`config.mk`:
```
export PLATFORM = sky130hd
export DESIGN_NAME = addr_cmd_path
export DESIGN_NICKNAME = d
export VERILOG_FILES = /design/src/hdl/addr_cmd_pkg.sv /design/src/hdl/addr_cmd_pad_out.sv /design/src/hdl/addr_cmd_path.sv /design/src/hdl/afi_cmd_capture.sv /design/src/hdl/hr_to_fr_serializer.sv
export SDC_FILE = /design/constraint.sdc
export NUM_CORES = 1
export LEC_CHECK = 0
export ABC_AREA = 1
export BUFFER_PORTS_ARGS = -buffer_cell sky130_fd_sc_hd__buf_2
export CAP_MARGIN = 30
export CORE_ASPECT_RATIO = 0.7
export CORE_MARGIN = 3
export CORE_UTILIZATION = 30
export CTS_BUF_LIST = sky130_fd_sc_hd__clkbuf_16
export DETAILED_ROUTE_END_ITERATION = 12
export PLACE_DENSITY = 0.53
export SKIP_CTS_REPAIR_TIMING = 1
export SYNTH_ARGS = -nofsm -noshare
export SYNTH_HDL_FRONTEND = slang
export SYNTH_SLANG_ARGS = --single-unit
```
`constraint.sdc`:
```
create_clock -name pll_mem_clk -period 1.9 [get_ports pll_mem_clk]
set_input_delay 0.095 -clock pll_mem_clk [delete_from_list [all_inputs] [get_ports pll_mem_clk]]
set_output_delay 0.095 -clock pll_mem_clk [all_outputs]
set_load 0.005 [all_outputs]
```
`src/hdl/addr_cmd_pkg.sv`:
```
// ddr3 address and command path definitions
`default_nettype none

package addr_cmd_pkg;

    // ******************************************************************
    // memory pin field widths for one slot
    // ******************************************************************
    localparam int MEM_ADDR_W = 14;
    localparam int MEM_BANK_W = 3;
    localparam int MEM_CS_W   = 1;
    localparam int MEM_CKE_W  = 1;
    localparam int MEM_ODT_W  = 1;
    localparam int MEM_CK_W   = 1;

    // ******************************************************************
    // packed command slot layout
    // ******************************************************************
    localparam int CMD_SLOT_W = 24;

    // fields are stacked from bit 0 upward in pin order
    localparam int SLOT_ADDR_LSB  = 0;
    localparam int SLOT_BANK_LSB  = SLOT_ADDR_LSB + MEM_ADDR_W;
    localparam int SLOT_CS_LSB    = SLOT_BANK_LSB + MEM_BANK_W;
    localparam int SLOT_CKE_LSB   = SLOT_CS_LSB + MEM_CS_W;
    localparam int SLOT_ODT_LSB   = SLOT_CKE_LSB + MEM_CKE_W;
    localparam int SLOT_RAS_BIT   = SLOT_ODT_LSB + MEM_ODT_W;
    localparam int SLOT_CAS_BIT   = SLOT_RAS_BIT + 1;
    localparam int SLOT_WE_BIT    = SLOT_CAS_BIT + 1;
    localparam int SLOT_RESET_BIT = SLOT_WE_BIT + 1;

    // deselected NOP with CKE low and the memory held in reset
    // (all other fields stay zero)
    localparam logic [CMD_SLOT_W-1:0] IDLE_SLOT =
        (CMD_SLOT_W'((1 << MEM_CS_W) - 1) << SLOT_CS_LSB) |
        (CMD_SLOT_W'(1) << SLOT_RAS_BIT) |
        (CMD_SLOT_W'(1) << SLOT_CAS_BIT) |
        (CMD_SLOT_W'(1) << SLOT_WE_BIT);

    // ******************************************************************
    // half-rate phase tracking
    // ******************************************************************
    typedef enum logic {
        PHASE_SLOT0 = 1'b0,
        PHASE_SLOT1 = 1'b1
    } hr_phase_t;

    // edges spent detecting reset release before the phase starts
    localparam int PHASE_SYNC_STAGES = 2;

endpackage

`default_nettype wire

```
`src/hdl/addr_cmd_pad_out.sv`:
```
// address and command output registers
`timescale 1ns/1ps
`default_nettype none

module addr_cmd_pad_out (
    input  logic                                 pll_mem_clk,
    input  logic                                 rst_n,
    input  logic [addr_cmd_pkg::CMD_SLOT_W-1:0]  fr_slot,
    input  logic [addr_cmd_pkg::MEM_CK_W-1:0]    fr_ck_en,
    output logic [addr_cmd_pkg::MEM_ADDR_W-1:0]  mem_address,
    output logic [addr_cmd_pkg::MEM_BANK_W-1:0]  mem_bank,
    output logic [addr_cmd_pkg::MEM_CS_W-1:0]    mem_cs_n,
    output logic [addr_cmd_pkg::MEM_CKE_W-1:0]   mem_cke,
    output logic [addr_cmd_pkg::MEM_ODT_W-1:0]   mem_odt,
    output logic                                 mem_ras_n,
    output logic                                 mem_cas_n,
    output logic                                 mem_we_n,
    output logic                                 mem_reset_n,
    output logic                                 cmd_oe,
    output logic [addr_cmd_pkg::MEM_CK_W-1:0]    mem_ck_en
);

    // registered slot as seen on the pads
    logic [addr_cmd_pkg::CMD_SLOT_W-1:0] pad_slot;

    // ******************************************************************
    // output registers
    // ******************************************************************

    // the pads come out of reset as a deselected NOP with CKE low
    always_ff @(posedge pll_mem_clk or negedge rst_n)
    begin
        if (!rst_n)
        begin
            pad_slot <= addr_cmd_pkg::IDLE_SLOT;
        end
        else
        begin
            pad_slot <= fr_slot;
        end
    end

    // command pins are driven while any memory clock is running
    always_ff @(posedge pll_mem_clk or negedge rst_n)
    begin
        if (!rst_n)
        begin
            cmd_oe    <= 1'b0;
            mem_ck_en <= '0;
        end
        else
        begin
            cmd_oe    <= |fr_ck_en;
            mem_ck_en <= fr_ck_en;
        end
    end

    // ******************************************************************
    // field unpacking
    // ******************************************************************

    assign mem_address = pad_slot[addr_cmd_pkg::SLOT_ADDR_LSB +: addr_cmd_pkg::MEM_ADDR_W];
    assign mem_bank    = pad_slot[addr_cmd_pkg::SLOT_BANK_LSB +: addr_cmd_pkg::MEM_BANK_W];
    assign mem_cs_n    = pad_slot[addr_cmd_pkg::SLOT_CS_LSB +: addr_cmd_pkg::MEM_CS_W];
    assign mem_odt     = pad_slot[addr_cmd_pkg::SLOT_ODT_LSB +: addr_cmd_pkg::MEM_ODT_W];
    assign mem_ras_n   = pad_slot[addr_cmd_pkg::SLOT_RAS_BIT];
    assign mem_cas_n   = pad_slot[addr_cmd_pkg::SLOT_CAS_BIT];
    assign mem_we_n    = pad_slot[addr_cmd_pkg::SLOT_WE_BIT];

    // CKE and memory reset are driven whatever the clock gates say,
    // so the part can be held in reset or power-down with clocks off
    assign mem_cke     = pad_slot[addr_cmd_pkg::SLOT_CKE_LSB +: addr_cmd_pkg::MEM_CKE_W];
    assign mem_reset_n = pad_slot[addr_cmd_pkg::SLOT_RESET_BIT];

endmodule

`default_nettype wire

```
`src/hdl/addr_cmd_path.sv`:
```
// ddr3 address and command output path
`timescale 1ns/1ps
`default_nettype none

module addr_cmd_path (
    input  logic                                   pll_mem_clk,
    input  logic                                   rst_n,

    // half-rate command word from the controller
    input  logic [2*addr_cmd_pkg::MEM_ADDR_W-1:0]  afi_address,
    input  logic [2*addr_cmd_pkg::MEM_BANK_W-1:0]  afi_bank,
    input  logic [2*addr_cmd_pkg::MEM_CS_W-1:0]    afi_cs_n,
    input  logic [2*addr_cmd_pkg::MEM_CKE_W-1:0]   afi_cke,
    input  logic [2*addr_cmd_pkg::MEM_ODT_W-1:0]   afi_odt,
    input  logic [1:0]                             afi_ras_n,
    input  logic [1:0]                             afi_cas_n,
    input  logic [1:0]                             afi_we_n,
    input  logic [1:0]                             afi_reset_n,
    input  logic [addr_cmd_pkg::MEM_CK_W-1:0]      enable_mem_clk,

    // full-rate memory pins
    output logic [addr_cmd_pkg::MEM_ADDR_W-1:0]    mem_address,
    output logic [addr_cmd_pkg::MEM_BANK_W-1:0]    mem_bank,
    output logic [addr_cmd_pkg::MEM_CS_W-1:0]      mem_cs_n,
    output logic [addr_cmd_pkg::MEM_CKE_W-1:0]     mem_cke,
    output logic [addr_cmd_pkg::MEM_ODT_W-1:0]     mem_odt,
    output logic                                   mem_ras_n,
    output logic                                   mem_cas_n,
    output logic                                   mem_we_n,
    output logic                                   mem_reset_n,
    output logic                                   cmd_oe,
    output logic [addr_cmd_pkg::MEM_CK_W-1:0]      mem_ck_en,

    // tells the controller when a new word may be presented
    output addr_cmd_pkg::hr_phase_t                hr_phase
);

    // ******************************************************************
    // internal connections
    // ******************************************************************

    logic [addr_cmd_pkg::CMD_SLOT_W-1:0] captured_slot0;
    logic [addr_cmd_pkg::CMD_SLOT_W-1:0] captured_slot1;
    logic [addr_cmd_pkg::MEM_CK_W-1:0]   captured_ck_en;
    logic                                captured_strobe;
    logic [addr_cmd_pkg::CMD_SLOT_W-1:0] fr_slot;
    logic [addr_cmd_pkg::MEM_CK_W-1:0]   fr_ck_en;

    // ******************************************************************
    // capture, serialize, drive
    // ******************************************************************

    afi_cmd_capture u_capture (
        .pll_mem_clk     (pll_mem_clk),
        .rst_n           (rst_n),
        .afi_address     (afi_address),
        .afi_bank        (afi_bank),
        .afi_cs_n        (afi_cs_n),
        .afi_cke         (afi_cke),
        .afi_odt         (afi_odt),
        .afi_ras_n       (afi_ras_n),
        .afi_cas_n       (afi_cas_n),
        .afi_we_n        (afi_we_n),
        .afi_reset_n     (afi_reset_n),
        .enable_mem_clk  (enable_mem_clk),
        .captured_slot0  (captured_slot0),
        .captured_slot1  (captured_slot1),
        .captured_ck_en  (captured_ck_en),
        .captured_strobe (captured_strobe),
        .hr_phase        (hr_phase)
    );

    // slot 0 leaves two edges after sampling, slot 1 one edge later
    hr_to_fr_serializer u_serializer (
        .pll_mem_clk     (pll_mem_clk),
        .rst_n           (rst_n),
        .captured_slot0  (captured_slot0),
        .captured_slot1  (captured_slot1),
        .captured_ck_en  (captured_ck_en),
        .captured_strobe (captured_strobe),
        .fr_slot         (fr_slot),
        .fr_ck_en        (fr_ck_en)
    );

    addr_cmd_pad_out u_pad_out (
        .pll_mem_clk     (pll_mem_clk),
        .rst_n           (rst_n),
        .fr_slot         (fr_slot),
        .fr_ck_en        (fr_ck_en),
        .mem_address     (mem_address),
        .mem_bank        (mem_bank),
        .mem_cs_n        (mem_cs_n),
        .mem_cke         (mem_cke),
        .mem_odt         (mem_odt),
        .mem_ras_n       (mem_ras_n),
        .mem_cas_n       (mem_cas_n),
        .mem_we_n        (mem_we_n),
        .mem_reset_n     (mem_reset_n),
        .cmd_oe          (cmd_oe),
        .mem_ck_en       (mem_ck_en)
    );

endmodule

`default_nettype wire

```
`src/hdl/afi_cmd_capture.sv`:
```
// half-rate command capture
`timescale 1ns/1ps
`default_nettype none

module afi_cmd_capture (
    input  logic                                   pll_mem_clk,
    input  logic                                   rst_n,
    input  logic [2*addr_cmd_pkg::MEM_ADDR_W-1:0]  afi_address,
    input  logic [2*addr_cmd_pkg::MEM_BANK_W-1:0]  afi_bank,
    input  logic [2*addr_cmd_pkg::MEM_CS_W-1:0]    afi_cs_n,
    input  logic [2*addr_cmd_pkg::MEM_CKE_W-1:0]   afi_cke,
    input  logic [2*addr_cmd_pkg::MEM_ODT_W-1:0]   afi_odt,
    input  logic [1:0]                             afi_ras_n,
    input  logic [1:0]                             afi_cas_n,
    input  logic [1:0]                             afi_we_n,
    input  logic [1:0]                             afi_reset_n,
    input  logic [addr_cmd_pkg::MEM_CK_W-1:0]      enable_mem_clk,
    output logic [addr_cmd_pkg::CMD_SLOT_W-1:0]    captured_slot0,
    output logic [addr_cmd_pkg::CMD_SLOT_W-1:0]    captured_slot1,
    output logic [addr_cmd_pkg::MEM_CK_W-1:0]      captured_ck_en,
    output logic                                   captured_strobe,
    output addr_cmd_pkg::hr_phase_t                hr_phase
);

    localparam int SYNC_MSB = addr_cmd_pkg::PHASE_SYNC_STAGES - 1;

    logic [SYNC_MSB:0] release_sync;

    // places one half of every field at its slot offset
    function automatic logic [addr_cmd_pkg::CMD_SLOT_W-1:0] pack_slot(
        input logic [addr_cmd_pkg::MEM_ADDR_W-1:0] addr,
        input logic [addr_cmd_pkg::MEM_BANK_W-1:0] bank,
        input logic [addr_cmd_pkg::MEM_CS_W-1:0]   cs_n,
        input logic [addr_cmd_pkg::MEM_CKE_W-1:0]  cke,
        input logic [addr_cmd_pkg::MEM_ODT_W-1:0]  odt,
        input logic                                ras_n,
        input logic                                cas_n,
        input logic                                we_n,
        input logic                                reset_n
    );
        logic [addr_cmd_pkg::CMD_SLOT_W-1:0] slot;
        slot = '0;
        slot[addr_cmd_pkg::SLOT_ADDR_LSB +: addr_cmd_pkg::MEM_ADDR_W] = addr;
        slot[addr_cmd_pkg::SLOT_BANK_LSB +: addr_cmd_pkg::MEM_BANK_W] = bank;
        slot[addr_cmd_pkg::SLOT_CS_LSB +: addr_cmd_pkg::MEM_CS_W]     = cs_n;
        slot[addr_cmd_pkg::SLOT_CKE_LSB +: addr_cmd_pkg::MEM_CKE_W]   = cke;
        slot[addr_cmd_pkg::SLOT_ODT_LSB +: addr_cmd_pkg::MEM_ODT_W]   = odt;
        slot[addr_cmd_pkg::SLOT_RAS_BIT]                              = ras_n;
        slot[addr_cmd_pkg::SLOT_CAS_BIT]                              = cas_n;
        slot[addr_cmd_pkg::SLOT_WE_BIT]                               = we_n;
        slot[addr_cmd_pkg::SLOT_RESET_BIT]                            = reset_n;
        return slot;
    endfunction

    // ******************************************************************
    // phase generator
    // ******************************************************************

    // a one walks up the chain after reset release and the phase stays
    // at slot 0 until it reaches the top
    always_ff @(posedge pll_mem_clk or negedge rst_n)
    begin
        if (!rst_n)
        begin
            release_sync <= '0;
            hr_phase     <= addr_cmd_pkg::PHASE_SLOT0;
        end
        else
        begin
            release_sync <= {release_sync[SYNC_MSB-1:0], 1'b1};
            if (!release_sync[SYNC_MSB])
                hr_phase <= addr_cmd_pkg::PHASE_SLOT0;
            else if (hr_phase == addr_cmd_pkg::PHASE_SLOT0)
                hr_phase <= addr_cmd_pkg::PHASE_SLOT1;
            else
                hr_phase <= addr_cmd_pkg::PHASE_SLOT0;
        end
    end

    // ******************************************************************
    // word capture
    // ******************************************************************

    // the strobe marks the cycle in which a fresh word is on the outputs
    always_ff @(posedge pll_mem_clk or negedge rst_n)
    begin
        if (!rst_n)
            captured_strobe <= 1'b0;
        else
            captured_strobe <= (hr_phase == addr_cmd_pkg::PHASE_SLOT1);
    end

    // low halves go to slot 0 and high halves to slot 1
    always_ff @(posedge pll_mem_clk)
    begin
        if (hr_phase == addr_cmd_pkg::PHASE_SLOT1)
        begin
            captured_slot0 <= pack_slot(afi_address[addr_cmd_pkg::MEM_ADDR_W-1:0],
                                        afi_bank[addr_cmd_pkg::MEM_BANK_W-1:0],
                                        afi_cs_n[addr_cmd_pkg::MEM_CS_W-1:0],
                                        afi_cke[addr_cmd_pkg::MEM_CKE_W-1:0],
                                        afi_odt[addr_cmd_pkg::MEM_ODT_W-1:0],
                                        afi_ras_n[0], afi_cas_n[0],
                                        afi_we_n[0], afi_reset_n[0]);
            captured_slot1 <= pack_slot(afi_address[2*addr_cmd_pkg::MEM_ADDR_W-1 -: addr_cmd_pkg::MEM_ADDR_W],
                                        afi_bank[2*addr_cmd_pkg::MEM_BANK_W-1 -: addr_cmd_pkg::MEM_BANK_W],
                                        afi_cs_n[2*addr_cmd_pkg::MEM_CS_W-1 -: addr_cmd_pkg::MEM_CS_W],
                                        afi_cke[2*addr_cmd_pkg::MEM_CKE_W-1 -: addr_cmd_pkg::MEM_CKE_W],
                                        afi_odt[2*addr_cmd_pkg::MEM_ODT_W-1 -: addr_cmd_pkg::MEM_ODT_W],
                                        afi_ras_n[1], afi_cas_n[1],
                                        afi_we_n[1], afi_reset_n[1]);
            captured_ck_en <= enable_mem_clk;
        end
    end

endmodule

`default_nettype wire

```
`src/hdl/hr_to_fr_serializer.sv`:
```
// half-rate to full-rate slot serializer
`timescale 1ns/1ps
`default_nettype none

module hr_to_fr_serializer (
    input  logic                                 pll_mem_clk,
    input  logic                                 rst_n,
    input  logic [addr_cmd_pkg::CMD_SLOT_W-1:0]  captured_slot0,
    input  logic [addr_cmd_pkg::CMD_SLOT_W-1:0]  captured_slot1,
    input  logic [addr_cmd_pkg::MEM_CK_W-1:0]    captured_ck_en,
    input  logic                                 captured_strobe,
    output logic [addr_cmd_pkg::CMD_SLOT_W-1:0]  fr_slot,
    output logic [addr_cmd_pkg::MEM_CK_W-1:0]    fr_ck_en
);

    // slot 1 of the word currently being sent
    logic [addr_cmd_pkg::CMD_SLOT_W-1:0] pending_slot1;

    // which slot goes out at the next edge when no new word arrives
    addr_cmd_pkg::hr_phase_t next_slot;

    // ******************************************************************
    // slot selector
    // ******************************************************************

    // a strobe always wins, so back-to-back words leave no gap
    always_ff @(posedge pll_mem_clk or negedge rst_n)
    begin
        if (!rst_n)
        begin
            next_slot <= addr_cmd_pkg::PHASE_SLOT0;
        end
        else if (captured_strobe)
        begin
            next_slot <= addr_cmd_pkg::PHASE_SLOT1;
        end
        else if (next_slot == addr_cmd_pkg::PHASE_SLOT1)
        begin
            next_slot <= addr_cmd_pkg::PHASE_SLOT0;
        end
    end

    // ******************************************************************
    // full-rate output
    // ******************************************************************

    // slot 1 stays on the output until the following word is consumed
    always_ff @(posedge pll_mem_clk or negedge rst_n)
    begin
        if (!rst_n)
        begin
            fr_slot  <= addr_cmd_pkg::IDLE_SLOT;
            fr_ck_en <= '0;
        end
        else if (captured_strobe)
        begin
            fr_slot  <= captured_slot0;
            fr_ck_en <= captured_ck_en;
        end
        else if (next_slot == addr_cmd_pkg::PHASE_SLOT1)
        begin
            fr_slot <= pending_slot1;
        end
    end

    // the capture stage may reload before slot 1 is sent, so keep a copy
    always_ff @(posedge pll_mem_clk)
    begin
        if (captured_strobe)
            pending_slot1 <= captured_slot1;
    end

endmodule

`default_nettype wire

```
==> results of run 1 <==
layout by cell type (no fill, tap or decap), types with 2 or more instances in the layout:
master / Yosys / routed
buf_12: 0 / 2
buf_2: 3 / 77
buf_4: 3 / 3
clkbuf_16: 0 / 17
clkinv_1: 0 / 3
clkinv_2: 0 / 4
clkinv_4: 0 / 3
dfrtp_1: 47 / 45
dfrtp_2: 0 / 2
dfstp_2: 8 / 8
dlygate4sd3_1: 0 / 50
edfxtp_1: 73 / 73
inv_1: 1 / 4
nand2_1: 51 / 51
nand3_1: 48 / 48
cells in the mapped netlist:
cell | number | share of area [%]
nand3_1 | 48 | 5.8
conb_1 | 1 | 0.090
buf_2 | 3 | 0.36
nand2_1 | 51 | 4.6
buf_4 | 3 | 0.54
inv_4 | 1 | 0.15
inv_1 | 1 | 0.090
dfrtp_1 | 47 | 28
nor2_8 | 1 | 0.48
buf_6 | 3 | 0.81
dfstp_2 | 8 | 5.1
buf_8 | 2 | 0.72
edfxtp_1 | 73 | 53
nor2_1 | 1 | 0.090
metrics by stage:
stage / setup slack, ns / cells
global placement: 0.4737 / 499
CTS: 0.4407 / 531
floorplan: 0.1529 / 243
global route: 0.3317 / 581
finish: 0.4758 / 581
detailed placement: 0.4508 / 499
where the power goes:
group	switching (uW)	leakage, uW	total (uW)	internal [uW]
combinational	202	0.000789	418	216
clock	1080	0.000272	2840	1760
sequential	121	0.00135	3350	3230
total	1410	0.00241	6610	5200
final cells by class:
class                           instances  area [um2]
Clock buffer                           17       425.4
Clock inverter                         15       106.4
Fill cell                            1215        7595
Inverter                                2       10.01
Multi-Input combinational cell        102       459.2
Sequential cell                       128        3581
Tap cell                              185       231.5
Timing Repair Buffer                  132       948.4
state kept, by name, summed over array words and instances (netlist names):
| register | cells |
|---|---|
| u_capture.captured_slot1 | 24 |
| u_capture.captured_strobe | 1 |
| u_pad_out.mem_ck_en | 1 |
| u_serializer.fr_ck_en | 1 |
| u_capture.release_sync | 2 |
| u_capture.captured_slot0 | 24 |
| u_capture.captured_ck_en | 1 |
| u_serializer.fr_slot | 24 |
| u_pad_out.pad_slot | 24 |
| u_serializer.next_slot | 1 |
| u_capture.hr_phase | 1 |
| u_serializer.pending_slot1 | 24 |
cells by family (layout without fill, tap and decap cells):
kind of cell           count (synthesis)  count (layout)  synth area share (%)
AND/OR/NAND/NOR                      101             101                 10.98
other                                  1               1               0.09038
flip-flops                           128             128                 86.25
buffers and inverters                 13             166                 2.684
worst max-delay path by stage:
stage                                                           to  cells after the start
after detailed placement  u_serializer.pending_slot1[20]$_DFFE_PP_                      1
after global placement    u_serializer.pending_slot1[21]$_DFFE_PP_                      1
after CTS                 u_serializer.pending_slot1[17]$_DFFE_PP_                      1
after global routing          u_serializer.fr_slot[11]$_DFFE_PN0P_                      3
after floorplan                 u_capture.captured_ck_en$_DFFE_PP_                      0
final                     u_serializer.pending_slot1[17]$_DFFE_PP_                      1
metal layers:
layer	GRT usage, %	wire length, um	vias to the layer above
met5	0	0	-
met4	4.430	120	0
met3	4.138	335	8
met2	14.89	3799	57
met1	13.85	3608	1131
li1	-	-	1143
==> summary.md, run 1 <==
| Metric | Value |
|---|---|
| Iteration-0 DRC count of the detailed router | 122 |
| Clk pin slew, worst setup/hold paths | 0.05 ns |
| Die Y | 104.4 um |
| Worst reg2reg startpoint | u_capture.captured_strobe$_DFF_PN0_ |
| Setup crit start | u_capture.captured_strobe$_DFF_PN0_ |
| Clock skew | 0.006304 ns |
| Tcrit/Tclk final | 74.96% |
| Number of nets in the layout | 434 |
| Sinks on the clock net | 128 |
| Diode count | 0 |
| 1st-pass router iterations | 6 |
| Final setup fails | 0 |
| Crit path time final | 1.424 ns |
| Latest clock arrival within the worst-skew pair | 0.40 ns |
| Total grt overflow | 0 |
| Synthesized Nets | 294 |
| Final wirelength | 7864 um |
| Post-detailed-route wirelength per cell | 13.54 um |
| Root Driver | clkbuf_16 |
| Tot Pwr | 6608 uW |
| Via count | 2339 |
| Max_slew headroom | 55.33% |
| Synth Instances | 243 |
| Dominant delay contributor by cell family on the critical path | flip-flops |
| Max Freq | 702.1 MHz |
| DRC Markers | 0 |
| Die span in x | 146.6 um |
| Fin. Hold Viols | 0 |
| PwrDens | 1147 mW/mm2 |
| Post-DP HPWL | 5076 um |
| Vias in the first global route | 2253 |
| Finished layout cell area | 0.005762 mm2 |
| Max-slew violations | 0 |
| Crit-path cells | buf_4 |
| CP Capture Type | flip-flop |
| CTS Buffer Depth | 2 |
| Initial antenna violation count | 0 |
| Placer Congestion | 0.7544 |
| R2R depth | 1 |
| First-pass GRT wire length | 11960 um |
| Port Buffers | 77 |
| Max IR drop VDD | 600.3 uV |
| CP max stage delay | 0.80 ns |
| Vias per cell | 4.026 |
| Lkg Pwr | 0.002412 uW |
| Seq/Total Area, Yosys | 86.25% |
| Worst reg-to-reg setup slack | 0.48 ns |
| R2R Path End | u_serializer.pending_slot1[17]$_DFFE_PP_ |
| Initial Util | 31.06% |
| CP bufs+invs | 1 |
| Worst path slowest cell | dfrtp_2 |
| Max_cap viols | 0 |
| H-tree depth | 4 |
| Die area | 0.01530 mm2 |
| Hold Path Class | input pin to async pin |
| Largest net degree at the start of global routing | 35 |
| Core Util, Final | 43.14% |
| Layout cells sized above 1 | 30.30% |
| I/O pin count | 78 |
| Yosys warnings | 0 |
| Worst Max-Slew Pin Slew | 0.6700 ns |
| RSZ-0062 raised after global routing | no |
| Run status | completed |
| Distinct cells, synth | 14 |
| Placed Area | 0.004730 mm2 |
| GRT Resource Usage Total | 10.34% |
| Hold WS | 0.2516 ns |
| Detail Route Antenna Nets | 0 |
| CTS tree | done |
| Worst setup SP type | flip-flop |
| TNS Setup | 0 ns |
| Core Rows | 35 |
| Critical path fanouts, max | 31 |
| P&R area growth vs syn | 38.87% |
| CP required | 2.00 ns |
| Mean Syn Cell Area | 17.07 um2 |
| Crit path kind | flip-flop to flip-flop |
| Synth Register Bits | 128 |
| CTS buffer count | 17 |
| Mapped Area | 0.004149 mm2 |
| CP arrival | 1.53 ns |
| Core region area | 0.01336 mm2 |
Note: power is estimated with default switching activity, not from simulation.
==> run 2, diff against run 1 <==
==> constraint.sdc (replaced) <==
create_clock -name pll_mem_clk -period 1.4 [get_ports pll_mem_clk]
set_input_delay 0.07 -clock pll_mem_clk [delete_from_list [all_inputs] [get_ports pll_mem_clk]]
set_output_delay 0.07 -clock pll_mem_clk [all_outputs]
set_load 0.005 [all_outputs]
==> summary.md, run 2 (synthesis gave the netlist of run 1 again) <==
| Metric | Value |
|---|---|
| Tcrit/Tclk final | 90.27% |
| Setup ws final | 0.1362 ns (was 0.4758 ns) |
| Worst reg-to-reg setup slack | 0.21 ns (was 0.48 ns) |
| CP max stage delay | 0.37 ns (was 0.80 ns) |
| Max_cap viols | 0 (unchanged) |
| Post-detailed-route wirelength per cell | 13.89 um (was 13.54 um) |
| Critical path fanouts, max | 52 (was 31) |
| Crit path time final | 1.264 ns |
| Worst setup SP type | flip-flop (unchanged) |
| P&R area growth vs syn | 39.23% (was 38.87%) |
| Port Buffers | 77 (unchanged) |
| Largest net degree at the start of global routing | 56 (was 35) |
| H-tree depth | 4 (unchanged) |
| Register area | 0.003581 mm2 (unchanged) |
| Number of nets in the layout | 434 (unchanged) |
| Total grt overflow | 0 (unchanged) |
| Initial Util | 31.06% (unchanged) |
| Detail Route Antenna Nets | 0 (unchanged) |
| Diode count | 0 (unchanged) |
| Setup crit start | u_capture.hr_phase$_DFF_PN0_ (was u_capture.captured_strobe$_DFF_PN0_) |
| Via count | 2357 (was 2339) |
| Most common library cell in the layout ignoring fill and taps | buf_2 (unchanged) |
| Die area | 0.01530 mm2 (unchanged) |
| Fin. Hold Viols | 0 (unchanged) |
| Crit-path cells | buf_12, buf_2 (was buf_4) |
| Crit path kind | flip-flop to output pin (was flip-flop to flip-flop) |
| TNS Setup | 0 ns (unchanged) |
| 1st-pass router iterations | 6 (unchanged) |
| Fill count | 1220 (was 1215) |
| Max IR drop VDD | 797.9 uV (was 600.3 uV) |
| Dpl ws | 0.2496 ns (was 0.4508 ns) |
| Lkg Pwr | 0.002389 uW (was 0.002412 uW) |
| Most frequent cells in the layout | buf_2, edfxtp_1, nand2_1 (unchanged) |
| CP Capture Type | output pin (was flip-flop) |
| DRC Markers | 0 (unchanged) |
| Iteration-0 DRC count of the detailed router | 190 (was 122) |
| Run status | completed (unchanged) |
| Core Rows | 35 (unchanged) |
| Vias per cell | 4.057 (was 4.026) |
| Worst reg2reg startpoint | u_serializer.next_slot$_DFF_PN0_ (was u_capture.captured_strobe$_DFF_PN0_) |
| Die Y | 104.4 um (unchanged) |
| CTS buffer count | 17 (unchanged) |
| GRT Resource Usage Total | 10.59% (was 10.34%) |
| CP required | 1.33 ns (was 2.00 ns) |
| Latest clock arrival within the worst-skew pair | 0.40 ns (about the same) |
| First-pass GRT wire length | 12410 um (was 11960 um) |
| PwrDens | 1572 mW/mm2 (was 1147 mW/mm2) |
| Sinks on the clock net | 128 (unchanged) |
| Core region area | 0.01336 mm2 (unchanged) |
| Worst path slowest cell | dfrtp_2 (unchanged) |
| Final wirelength | 8069 um (was 7864 um) |
| Final setup fails | 0 (unchanged) |
| Multi-input logic area | 459.2 um2 (unchanged) |
| Max Freq | 791.3 MHz |
| Clock skew | 0.007018 ns (was 0.006304 ns) |
| Die span in x | 146.6 um (unchanged) |
| I/O pin count | 78 (unchanged) |
| Root Driver | clkbuf_16 (unchanged) |
| Post-DP HPWL | 5005 um (was 5076 um) |
| Vias in the first global route | 2291 (was 2253) |
| CTS Buffer Depth | 2 (unchanged) |
| CP arrival | 1.19 ns (was 1.53 ns) |
| Max-slew violations | 0 (unchanged) |
| Layout cells sized above 1 | 30.56% (was 30.30%) |
| Initial antenna violation count | 0 (unchanged) |
| RSZ-0062 raised after global routing | no (unchanged) |
| Placer Congestion | 0.7470 (was 0.7544) |
| CTS tree | done (unchanged) |
| Clk pin slew, worst setup/hold paths | 0.06 ns (was 0.05 ns) |
| Hold Path Class | input pin to async pin (unchanged) |
## run 2: worst paths after layout
path,end,cells past startpoint
worst max-delay path,hr_phase,2
worst min-delay path,u_serializer.fr_ck_en$_DFFE_PN0P_,3
worst max register to register,u_serializer.fr_slot[20]$_DFFE_PN1P_,3
worst min register to register,u_capture.release_sync[1]$_DFF_PN0_,0
max in group asynchronous,u_pad_out.pad_slot[21]$_DFF_PN1_,3
min in group pll_mem_clk,u_capture.release_sync[1]$_DFF_PN0_,0
## run 2: worst max-delay path, delay by kind of cell (launching register included)
kind,cells,cell delay (ns)
buffers and inverters,2,0.43
flip-flops,1,0.37
## run 2: routing by layer
metal | part of all wire, % | global-route usage [%]
met5 | 0 | 0
met4 | 0.66 | 3.624
met3 | 3.4 | 4.355
met2 | 48 | 15.15
met1 | 48 | 14.58
## run 2: cell type report
cell class | count | share of cell area [%]
inverter | 2 | 0.1733
sequential | 128 | 61.99
clock inverter | 15 | 2.101
multi-input combinational | 102 | 7.949
clock buffer | 17 | 7.364
timing repair buffer | 132 | 16.42
tap | 185 | 4.007
## run 2: stage by stage
stage	util (%)	hold WS, ns	instance area [um2]	instances	power, uW
2_1_floorplan	-	-0.2256	4151	243	4785
3_3_place_gp	35.41	0.09041	4730	499	5074
3_5_place_dp	35.41	0.1032	4730	499	5095
4_1_cts	39.50	-0.3288	5276	531	9068
5_1_grt	43.25	0.2445	5777	581	9461
6_report	43.25	0.2018	5777	581	9080
## run 2: report_power, final
part	switching, uW	internal (uW)
Clock	1550	2420
Sequential	130	4380
Combinational	314	294
Total	1990	7090
